### config.mk
export PLATFORM = sky130hd
export DESIGN_NAME = hp48_io_subsys
export DESIGN_NICKNAME = d
export VERILOG_FILES = /design/src/rtl/hp48_bus_pkg.sv /design/src/rtl/hp48_req_pkg.sv /design/src/rtl/bus_cmd_if.sv /design/src/rtl/bus_sequencer.sv /design/src/rtl/bus_cmd_fifo.sv /design/src/rtl/hp48_io_ram.sv /design/src/rtl/hp48_io_subsys.sv
export VERILOG_INCLUDE_DIRS = /design/src /design/src/rtl
export SDC_FILE = /design/constraint.sdc
export NUM_CORES = 1
export LEC_CHECK = 0
export ABC_AREA = 1
export BUFFER_PORTS_ARGS = -buffer_cell sky130_fd_sc_hd__buf_4
export CORE_MARGIN = 2
export CORE_UTILIZATION = 35
export CTS_BUF_LIST = sky130_fd_sc_hd__clkbuf_8
export DETAILED_ROUTE_END_ITERATION = 8
export GPL_ROUTABILITY_DRIVEN = 0
export SYNTH_ARGS = -nofsm -noshare
export SYNTH_HDL_FRONTEND = slang
export SYNTH_HIERARCHICAL = 1
export SYNTH_SLANG_ARGS = --single-unit
export TNS_END_PERCENT = 10
### constraint.sdc
create_clock -name strobe -period 4.2 [get_ports strobe]
set_input_delay 1.26 -clock strobe [delete_from_list [all_inputs] [get_ports strobe]]
set_output_delay 1.26 -clock strobe [all_outputs]
set_load 0.05 [all_outputs]
### src/rtl/hp48_macros.svh
`ifndef HP48_MACROS_SVH
`define HP48_MACROS_SVH

// a bus address is five nibbles wide on the calculator bus
`define HP48_ADDR_W 20

// number of nibbles held by the I/O RAM once it is configured
`define HP48_IO_RAM_LEN 64

// entries in the command FIFO between the sequencer and the RAM
`define HP48_FIFO_DEPTH 4

// the largest number of nibbles that one block request may move
// this also bounds the beat counter in the sequencer
`define HP48_MAX_BLOCK 4

`endif

### src/rtl/hp48_bus_pkg.sv
`include "hp48_macros.svh"

package hp48_bus_pkg;

	// command codes seen on the nibble bus
	// the numbering follows the calculator's own bus, so the gaps belong to
	// commands this device does not implement (PC write, unconfigure and the rest)
	localparam logic [3:0] BUSCMD_PC_READ   = 4'h0;
	localparam logic [3:0] BUSCMD_DP_READ   = 4'h1;
	localparam logic [3:0] BUSCMD_DP_WRITE  = 4'h3;
	localparam logic [3:0] BUSCMD_LOAD_PC   = 4'h4;
	localparam logic [3:0] BUSCMD_LOAD_DP   = 4'h5;
	localparam logic [3:0] BUSCMD_CONFIGURE = 4'h6;

	// one command word carries either a full address or a single data nibble
	// LOAD_PC, LOAD_DP and CONFIGURE read it as an address
	// DP_WRITE reads it as pad bits followed by the nibble in the low four bits
	typedef union packed {
		logic [`HP48_ADDR_W-1:0] address;
		struct packed {
			logic [`HP48_ADDR_W-5:0] pad;
			logic [3:0]              nibble;
		} data;
	} bus_payload_t;

endpackage

### src/rtl/hp48_req_pkg.sv
package hp48_req_pkg;

	// host request op codes on req_op
	// block reads and writes go through the data pointer
	localparam logic [2:0] REQ_BLOCK_READ  = 3'd0;
	localparam logic [2:0] REQ_BLOCK_WRITE = 3'd1;

	// a fetch reads nibbles through the program pointer
	localparam logic [2:0] REQ_FETCH       = 3'd2;

	// configure hands req_address to the device as its base address
	localparam logic [2:0] REQ_CONFIGURE   = 3'd3;

	// raw sends one bus command whose code is the low nibble of the address
	localparam logic [2:0] REQ_RAW         = 3'd4;

	// status returned with every read nibble on rd_status
	// a miss means the device was unconfigured or the pointer was outside its window
	localparam logic RD_MISS = 1'b0;
	localparam logic RD_HIT  = 1'b1;

endpackage

### src/rtl/bus_cmd_if.sv
// valid/ready link that carries one bus command per transfer
// a transfer happens on a strobe edge where valid and ready are both high,
// and a stalled source keeps command and payload steady until then
interface bus_cmd_if;
	import hp48_bus_pkg::*;

	logic         valid;
	logic         ready;
	logic [3:0]   command;
	bus_payload_t payload;

	// the producing side of the link
	modport source (
		output valid,
		output command,
		output payload,
		input  ready
	);

	// the consuming side of the link
	modport sink (
		input  valid,
		input  command,
		input  payload,
		output ready
	);

endinterface

### src/rtl/bus_sequencer.sv
`include "hp48_macros.svh"

// turns one host request into a short run of bus commands
// block and fetch requests load a pointer first and then issue one data beat
// per nibble, while configure and raw requests issue a single command
module bus_sequencer (
	input  logic                    strobe,
	input  logic                    rst,
	input  logic                    req_valid,
	input  logic [2:0]              req_op,
	input  logic [`HP48_ADDR_W-1:0] req_address,
	input  logic [15:0]             req_data,
	input  logic [2:0]              req_count,
	output logic                    req_ready,
	bus_cmd_if.source               link
);
	import hp48_bus_pkg::*;
	import hp48_req_pkg::*;

	localparam logic [1:0] ST_IDLE = 2'd0;
	localparam logic [1:0] ST_PTR  = 2'd1;
	localparam logic [1:0] ST_DATA = 2'd2;

	logic [1:0]              state;
	logic [2:0]              op_q;
	logic [`HP48_ADDR_W-1:0] addr_q;
	logic [15:0]             data_q;
	logic [2:0]              count_q;
	logic [2:0]              beat_q;
	logic                    xfer;
	logic                    multi_beat;
	logic                    last_beat;

	// requests are taken only while nothing is in flight
	assign req_ready = (state == ST_IDLE);
	assign xfer = link.valid && link.ready;

	// block reads, block writes and fetches are followed by data beats
	assign multi_beat = (op_q == REQ_BLOCK_READ) || (op_q == REQ_BLOCK_WRITE) ||
		(op_q == REQ_FETCH);

	// a count of zero still ends after a single beat
	assign last_beat = ((beat_q + 3'd1) >= count_q);

	always_ff @(posedge strobe) begin
		if (rst) begin
			state <= ST_IDLE;
			beat_q <= '0;
		end else begin
			case (state)
				ST_IDLE: begin
					if (req_valid) begin
						state <= ST_PTR;
						beat_q <= '0;
					end
				end
				ST_PTR: begin
					// pointer load or single command has gone out
					if (xfer) begin
						state <= multi_beat ? ST_DATA : ST_IDLE;
					end
				end
				ST_DATA: begin
					if (xfer) begin
						beat_q <= beat_q + 3'd1;
						if (last_beat) begin
							state <= ST_IDLE;
						end
					end
				end
				default: begin
					state <= ST_IDLE;
				end
			endcase
		end
	end

	// the request itself is latched whenever one is accepted
	always_ff @(posedge strobe) begin
		if (req_valid && req_ready) begin
			op_q <= req_op;
			addr_q <= req_address;
			data_q <= req_data;
			// oversized blocks are cut down to the largest the bus allows
			if (req_count > 3'(`HP48_MAX_BLOCK)) begin
				count_q <= 3'(`HP48_MAX_BLOCK);
			end else begin
				count_q <= req_count;
			end
		end
	end

	// the offered command depends only on registered state, so it stays put
	// for as long as the FIFO holds ready low
	always_comb begin
		link.valid = (state != ST_IDLE);
		link.command = BUSCMD_LOAD_DP;
		link.payload.address = addr_q;
		if (state == ST_PTR) begin
			case (op_q)
				REQ_BLOCK_READ, REQ_BLOCK_WRITE: link.command = BUSCMD_LOAD_DP;
				REQ_FETCH: link.command = BUSCMD_LOAD_PC;
				REQ_CONFIGURE: link.command = BUSCMD_CONFIGURE;
				// raw and any unknown op pass the low address nibble as the code
				default: link.command = addr_q[3:0];
			endcase
		end else if (state == ST_DATA) begin
			case (op_q)
				REQ_BLOCK_WRITE: begin
					link.command = BUSCMD_DP_WRITE;
					link.payload.data.pad = '0;
					// nibble 0 sits in the low bits of the request data
					link.payload.data.nibble = data_q[{beat_q[1:0], 2'b00} +: 4];
				end
				REQ_FETCH: link.command = BUSCMD_PC_READ;
				default: link.command = BUSCMD_DP_READ;
			endcase
		end
	end

endmodule

### src/rtl/bus_cmd_fifo.sv
`include "hp48_macros.svh"

// show-ahead buffer for bus commands
// the oldest entry is always presented on the out side, so a word pushed on
// one edge can be taken by the RAM on the very next edge
module bus_cmd_fifo (
	input  logic      strobe,
	input  logic      rst,
	bus_cmd_if.sink   in,
	bus_cmd_if.source out
);
	import hp48_bus_pkg::*;

	localparam int PTR_W = $clog2(`HP48_FIFO_DEPTH);
	localparam int CNT_W = $clog2(`HP48_FIFO_DEPTH + 1);

	logic [3:0]       cmd_mem [0:`HP48_FIFO_DEPTH-1];
	bus_payload_t     pay_mem [0:`HP48_FIFO_DEPTH-1];
	logic [PTR_W-1:0] wr_ptr;
	logic [PTR_W-1:0] rd_ptr;
	logic [CNT_W-1:0] count;
	logic             full;
	logic             push;
	logic             pop;

	assign full = (count == CNT_W'(`HP48_FIFO_DEPTH));

	// a full buffer still takes a word when the head leaves on the same edge
	assign in.ready = !full || out.ready;
	assign push = in.valid && in.ready;
	assign pop = out.valid && out.ready;

	assign out.valid = (count != '0);
	assign out.command = cmd_mem[rd_ptr];
	assign out.payload = pay_mem[rd_ptr];

	always_ff @(posedge strobe) begin
		if (rst) begin
			wr_ptr <= '0;
			rd_ptr <= '0;
			count <= '0;
		end else begin
			if (push) begin
				wr_ptr <= (wr_ptr == PTR_W'(`HP48_FIFO_DEPTH - 1)) ? '0 : wr_ptr + 1'b1;
			end
			if (pop) begin
				rd_ptr <= (rd_ptr == PTR_W'(`HP48_FIFO_DEPTH - 1)) ? '0 : rd_ptr + 1'b1;
			end
			// occupancy only moves when exactly one side transfers
			case ({push, pop})
				2'b10: count <= count + 1'b1;
				2'b01: count <= count - 1'b1;
				default: count <= count;
			endcase
		end
	end

	always_ff @(posedge strobe) begin
		if (push) begin
			cmd_mem[wr_ptr] <= in.command;
			pay_mem[wr_ptr] <= in.payload;
		end
	end

endmodule

### src/rtl/hp48_io_ram.sv
`include "hp48_macros.svh"

// memory-mapped I/O RAM of 64 nibbles on the calculator bus
// the array stays invisible until a CONFIGURE gives it a base address, and
// reads and writes then hit only inside the window that starts at the base
module hp48_io_ram (
	input  logic    strobe,
	input  logic    rst,
	bus_cmd_if.sink link,
	output logic    rd_valid,
	output logic    [3:0] rd_nibble,
	output logic    rd_status,
	input  logic    rd_ready,
	output logic    active,
	output logic    error,
	input  logic    daisy_in,
	output logic    daisy_out
);
	import hp48_bus_pkg::*;
	import hp48_req_pkg::*;

	localparam int IDX_W = $clog2(`HP48_IO_RAM_LEN);

	logic                    configured;
	logic [`HP48_ADDR_W-1:0] base_addr;
	logic [`HP48_ADDR_W-1:0] pc_ptr;
	logic [`HP48_ADDR_W-1:0] dp_ptr;
	logic [3:0]              mem [0:`HP48_IO_RAM_LEN-1];
	logic [`HP48_ADDR_W-1:0] pc_off;
	logic [`HP48_ADDR_W-1:0] dp_off;
	logic                    pc_hit;
	logic                    dp_hit;
	logic                    xfer;

	// the next device on the daisy chain may configure once this one has
	assign daisy_out = configured;

	// a pending read result blocks further commands until the host takes it
	assign link.ready = !rd_valid;
	assign xfer = link.valid && link.ready;

	// offsets are taken against the base, so a window near the top of the
	// address space does not wrap around
	assign pc_off = pc_ptr - base_addr;
	assign dp_off = dp_ptr - base_addr;
	assign pc_hit = configured && (pc_ptr >= base_addr) &&
		(pc_off < `HP48_ADDR_W'(`HP48_IO_RAM_LEN));
	assign dp_hit = configured && (dp_ptr >= base_addr) &&
		(dp_off < `HP48_ADDR_W'(`HP48_IO_RAM_LEN));

	// tells the bus that this device answers the command now at the sink
	always_comb begin
		active = 1'b0;
		if (link.valid) begin
			case (link.command)
				BUSCMD_PC_READ: active = pc_hit;
				BUSCMD_DP_READ, BUSCMD_DP_WRITE: active = dp_hit;
				default: active = 1'b0;
			endcase
		end
	end

	always_ff @(posedge strobe) begin
		if (rst) begin
			configured <= 1'b0;
			base_addr <= '0;
			pc_ptr <= '0;
			dp_ptr <= '0;
			rd_valid <= 1'b0;
			error <= 1'b0;
		end else begin
			if (rd_valid && rd_ready) begin
				rd_valid <= 1'b0;
			end
			// xfer only happens with rd_valid low, so the set below never
			// collides with the clear above
			if (xfer) begin
				case (link.command)
					BUSCMD_PC_READ: begin
						rd_valid <= 1'b1;
						pc_ptr <= pc_ptr + 1'b1;
					end
					BUSCMD_DP_READ: begin
						rd_valid <= 1'b1;
						dp_ptr <= dp_ptr + 1'b1;
					end
					BUSCMD_DP_WRITE: dp_ptr <= dp_ptr + 1'b1;
					BUSCMD_LOAD_PC: pc_ptr <= link.payload.address;
					BUSCMD_LOAD_DP: dp_ptr <= link.payload.address;
					BUSCMD_CONFIGURE: begin
						// only the first device in line that is still unconfigured takes it
						if (!configured && daisy_in) begin
							base_addr <= link.payload.address;
							configured <= 1'b1;
						end else begin
							error <= 1'b1;
						end
					end
					// anything else is unimplemented here and the flag sticks
					default: error <= 1'b1;
				endcase
			end
		end
	end

	// the array takes writes and returns read data, and a miss reads as zero
	always_ff @(posedge strobe) begin
		if (xfer) begin
			case (link.command)
				BUSCMD_PC_READ: begin
					rd_nibble <= pc_hit ? mem[pc_off[IDX_W-1:0]] : 4'h0;
					rd_status <= pc_hit ? RD_HIT : RD_MISS;
				end
				BUSCMD_DP_READ: begin
					rd_nibble <= dp_hit ? mem[dp_off[IDX_W-1:0]] : 4'h0;
					rd_status <= dp_hit ? RD_HIT : RD_MISS;
				end
				BUSCMD_DP_WRITE: begin
					if (dp_hit) begin
						mem[dp_off[IDX_W-1:0]] <= link.payload.data.nibble;
					end
				end
				default: begin
				end
			endcase
		end
	end

endmodule

### src/rtl/hp48_io_subsys.sv
`include "hp48_macros.svh"

// one I/O RAM device with its request front end
// host requests go through the sequencer, wait in the command FIFO and are
// executed by the RAM, which hands read nibbles back to the host in order
module hp48_io_subsys (
	input  logic                    strobe,
	input  logic                    rst,
	input  logic                    req_valid,
	input  logic [2:0]              req_op,
	input  logic [`HP48_ADDR_W-1:0] req_address,
	input  logic [15:0]             req_data,
	input  logic [2:0]              req_count,
	output logic                    req_ready,
	output logic                    rd_valid,
	output logic [3:0]              rd_nibble,
	output logic                    rd_status,
	input  logic                    rd_ready,
	output logic                    error,
	output logic                    active,
	input  logic                    daisy_in,
	output logic                    daisy_out
);

	// sequencer to FIFO
	bus_cmd_if seq_link ();
	// FIFO to RAM
	bus_cmd_if ram_link ();

	bus_sequencer u_sequencer (
		.strobe      (strobe),
		.rst         (rst),
		.req_valid   (req_valid),
		.req_op      (req_op),
		.req_address (req_address),
		.req_data    (req_data),
		.req_count   (req_count),
		.req_ready   (req_ready),
		.link        (seq_link)
	);

	bus_cmd_fifo u_fifo (
		.strobe (strobe),
		.rst    (rst),
		.in     (seq_link),
		.out    (ram_link)
	);

	hp48_io_ram u_io_ram (
		.strobe    (strobe),
		.rst       (rst),
		.link      (ram_link),
		.rd_valid  (rd_valid),
		.rd_nibble (rd_nibble),
		.rd_status (rd_status),
		.rd_ready  (rd_ready),
		.active    (active),
		.error     (error),
		.daisy_in  (daisy_in),
		.daisy_out (daisy_out)
	);

endmodule

==> impl_results.md <==
- Slowest library cell on the worst path: dfxtp_1
- Layout Nets: 3,427
- Failing checks: setup timing
- Via count: 22,200
- Status: finished, violations left
- Drt first pass iters: 5
- Final setup violation count: 1
- Multiplexer share of the synthesized area: 0
- VDD IR max: 427 uV
- Clock transition at path regs: 0.06 ns
- Number of H-tree levels: 3
- Met3 usage: 0.0343
- Largest area contributor in the netlist: edfxtp_1
- Cell area after synthesis: 26,400 um2
- F_max: 0.234 GHz
- Sw Share: 0.474
- Area Growth Syn to Fin: 15.3%
- Crit Path Class: reg -> out
- WP buf/inv: 3
- TritonCTS clock tree: yes
- Crit path required time: 2.94 ns
- Worst-Margin Slew: 1.00 ns
- Most Crowded Layer GR: met2
- First-pass GRT wire length: 116 mm
- #FFs+latches synth: 476
- Pint: 11.9 mW
- MaxCap Viol Count: 0
- Drt wl/cell: 17.1 um
- Setup crit end kind: output port
- Port Buf Inserts: 56
- YS warnings: 6
- Final period util: 1.02
- Post-synth ARST share: 0
- DRC: 0
- Most common cell in the netlist: nand2_1
- Post-Route WL: 74.5 mm
- Met1 GRT Util: 0.263
- Register Area: 13,500 um2
- Slew margin rel.: 0.331
- Post-Synth Adder-Cell Area: 0.0270
- Largest net degree at the start of global routing: 155
- Min-Delay Path Depth: 2
- First DRT Iteration DRCs: 1,972
- Layout cells sized above 1: 0.128
- Root buf cell: clkbuf_8
- Setup TNS: -0.0680 ns
- Num ports: 57
- Power Total: 22.7 mW
- Synth top area share: 0.454
- Post-CTS Hold Buffers: 0
- Psw: 10.7 mW
- Multi-input logic area: 11,300 um2
- Syn_nets: 3,346
- Tmin final: 4.27 ns
- Power Density: 746 nW/um2
- Cell Chain, Critical Path: inv_1 -> ha_4 -> nand2_1 -> inv_1 -> nand2_1 -> nand2_1 -> a21oi_2 -> nand2_1 -> nand2_1 -> nand2_1 -> nor2_1 -> nand2_1 -> nor2_1 -> nand4_1 -> a21oi_4 -> buf_6
- Crit path largest cell delay: 0.30 ns
- Post-synthesis compound-gate area fraction: 0.140
- Met2 usage: 0.300
- Post-synthesis sequential area ratio: 0.513
- Simple-gate share of the synthesized area: 0.231
- RSZ-0062 raised after global routing: true
- Synth area leaders: edfxtp_1, nand2_1, o21ai_0
- Area share of xor/xnor cells in the synthesized design: 0.00954
- Clock Path Buffers: 3
- Fillers: 7,377
- Clock Power Share: 0.186
- Final Worst Setup Slack: -0.0680 ns
- Slew Limit Fails: 0
- CP max FO: 5
- Number of flops mapped to enable cells by yosys: 399
- Most used cell, CP: nand2_1
- Initial antenna violation count: 2
- Seq pwr share: 0.263
- Initial core utilization: 0.354
- HP Class: reg -> reg
- Vias in the first global route: 21,000
- P_leak: 12.6 nW
- Antenna viol nets, final: 0
- Drt via density: 5.08
- CP delay by family, top: simple AND/OR/NAND/NOR gates
- FP Rows: 100
- Clk_skew: 0.0451 ns
- Area of the die: 77,500 um2
- Hpwl dp: 49.2 mm
- Main synth FF type: edfxtp_1
- CTS Buf Count: 81
- Syn avg cell area: 8.13 um2
- GRT Util Overall: 0.189
- Largest family of logic cells by synthesized area: simple AND/OR/NAND/NOR gates
- Yosys cell types: 50
- Core area: 74,400 um2
- Worst path depth: 16
- Worst-Skew Late Latency: 0.68 ns
- Comb pwr share: 0.550
- Die Y: 278 um
- CP Data Arrival Time: 3.01 ns
- Most frequent cells after synthesis: nand2_1, edfxtp_1, inv_1
- R2R cell count: 12
- Die width: 278 um
- Final Hold Fails: 0
- GR Overflow Total: 0
- Sink Count: 476
- Critical Path Start Type: flip-flop
- Mapped Cells: 3,244
[cell usage in the layout, fill, tap and decap left out, types with 8 or more instances in the layout]
master    synthesis  routed
a21oi_1         207     198
buf_12            0       8
buf_4             7     142
clkbuf_8          0      85
clkinv_1          2      17
clkinv_2          0      11
dfxtp_1          77      63
dfxtp_2           0      12
edfxtp_1        399     399
ha_1             52      27
ha_2              0       8
ha_4              0      17
inv_1           378     397
inv_2            10      15
nand2_1         932     917
nand2_2           1      12
nand3_1         207     199
nand3_2           1       8
nand4_1          26      26
nor2_1          246     227
nor2_2           20      35
nor3_1           28      26
o211ai_1         54      54
o21ai_0         332     332
o22ai_2          20      16
xor2_1           17      16
[what timing repair did]
action,CTS,global route
endpoints found under the setup margin,1,1
pin swaps,14,25
setup buffers,15,12
gates resized for setup,40,79
[cell families (layout without fill, tap and decap cells)]
| logic type | count (synthesis) | count (layout) |
|---|---|---|
| AND/OR/NAND/NOR | 1484 | 1484 |
| XOR/XNOR | 27 | 27 |
| buffers and inverters | 544 | 693 |
| flip-flops | 476 | 476 |
| other | 0 | 1 |
| AO/OA/AOI/OAI | 658 | 658 |
| adder cells (fa/ha/maj) | 55 | 55 |
[sequential cells by signal, indices dropped and copies added, names as in the netlist, 2 cells and up, named ones only]
name / count
u_fifo/cmd_mem: 16
u_fifo/count: 3
u_fifo/pay_mem: 80
u_fifo/rd_ptr: 2
u_fifo/wr_ptr: 2
u_io_ram/base_addr: 20
u_io_ram/dp_ptr: 20
u_io_ram/mem: 256
u_io_ram/pc_ptr: 20
u_io_ram/rd_nibble: 4
u_sequencer/addr_q: 20
u_sequencer/beat_q: 3
u_sequencer/count_q: 3
u_sequencer/data_q: 16
u_sequencer/op_q: 3
u_sequencer/state: 2
[power by group through the flow]
stage	clock, mW	combinational, mW	sequential (mW)
2_1_floorplan	0	7.70	6.08
3_3_place_gp	0	11.7	6.05
3_5_place_dp	0	11.7	6.05
4_1_cts	4.35	12.0	5.96
5_1_grt	4.55	13.8	5.99
6_report	4.23	12.5	5.97
[routing by layer]
layer / share of wire / up-vias
met2: 0.46 / 702
met4: 0.022 / 2
met1: 0.45 / 10300
li1: - / 11000
met3: 0.072 / 121
met5: 0.00013 / -
[final timing paths]
path	end	from	slack, ns
worst max-delay path	active	u_io_ram/base_addr[8]$_SDFFE_PP0P_	-0.07
worst min-delay path	u_io_ram/error$_SDFFE_PP0P_	u_io_ram/error$_SDFFE_PP0P_	0.47
worst max register to register	u_io_ram/mem[26][2]$_DFFE_PP_	u_io_ram/dp_ptr[0]$_SDFFE_PP0P_	0.70
worst min register to register	u_io_ram/error$_SDFFE_PP0P_	u_io_ram/error$_SDFFE_PP0P_	0.47
[final cells by class]
| cell class | count | area share |
|---|---|---|
| tap | 969 | 0.0399 |
| inverter | 390 | 0.0483 |
| timing repair buffer | 152 | 0.0411 |
| sequential | 476 | 0.446 |
| antenna | 1 | 0.0000823 |
| clock inverter | 66 | 0.0156 |
| clock buffer | 85 | 0.0385 |
| multi-input combinational | 2224 | 0.371 |
[tightest hold or removal path, stage by stage (launching register included)]
cell and delay, ns:
dfxtp_1 0.31, inv_1 0.05, a21oi_1 0.06
[stage by stage]
step           hold WS [ns]   util  worst slack [ns]  cell area [um2]  cells
2_1_floorplan         0.460      -            0.0713            26400   3244
3_3_place_gp          0.457  0.377             0.241            28100   4184
3_5_place_dp          0.458  0.377             0.219            28100   4184
4_1_cts               0.476  0.402            -0.165            30000   4350
5_1_grt               0.497  0.408            -0.286            30400   4363
6_report              0.472  0.408           -0.0680            30400   4363
No activity file was read; power rests on OpenSTA's default activity.
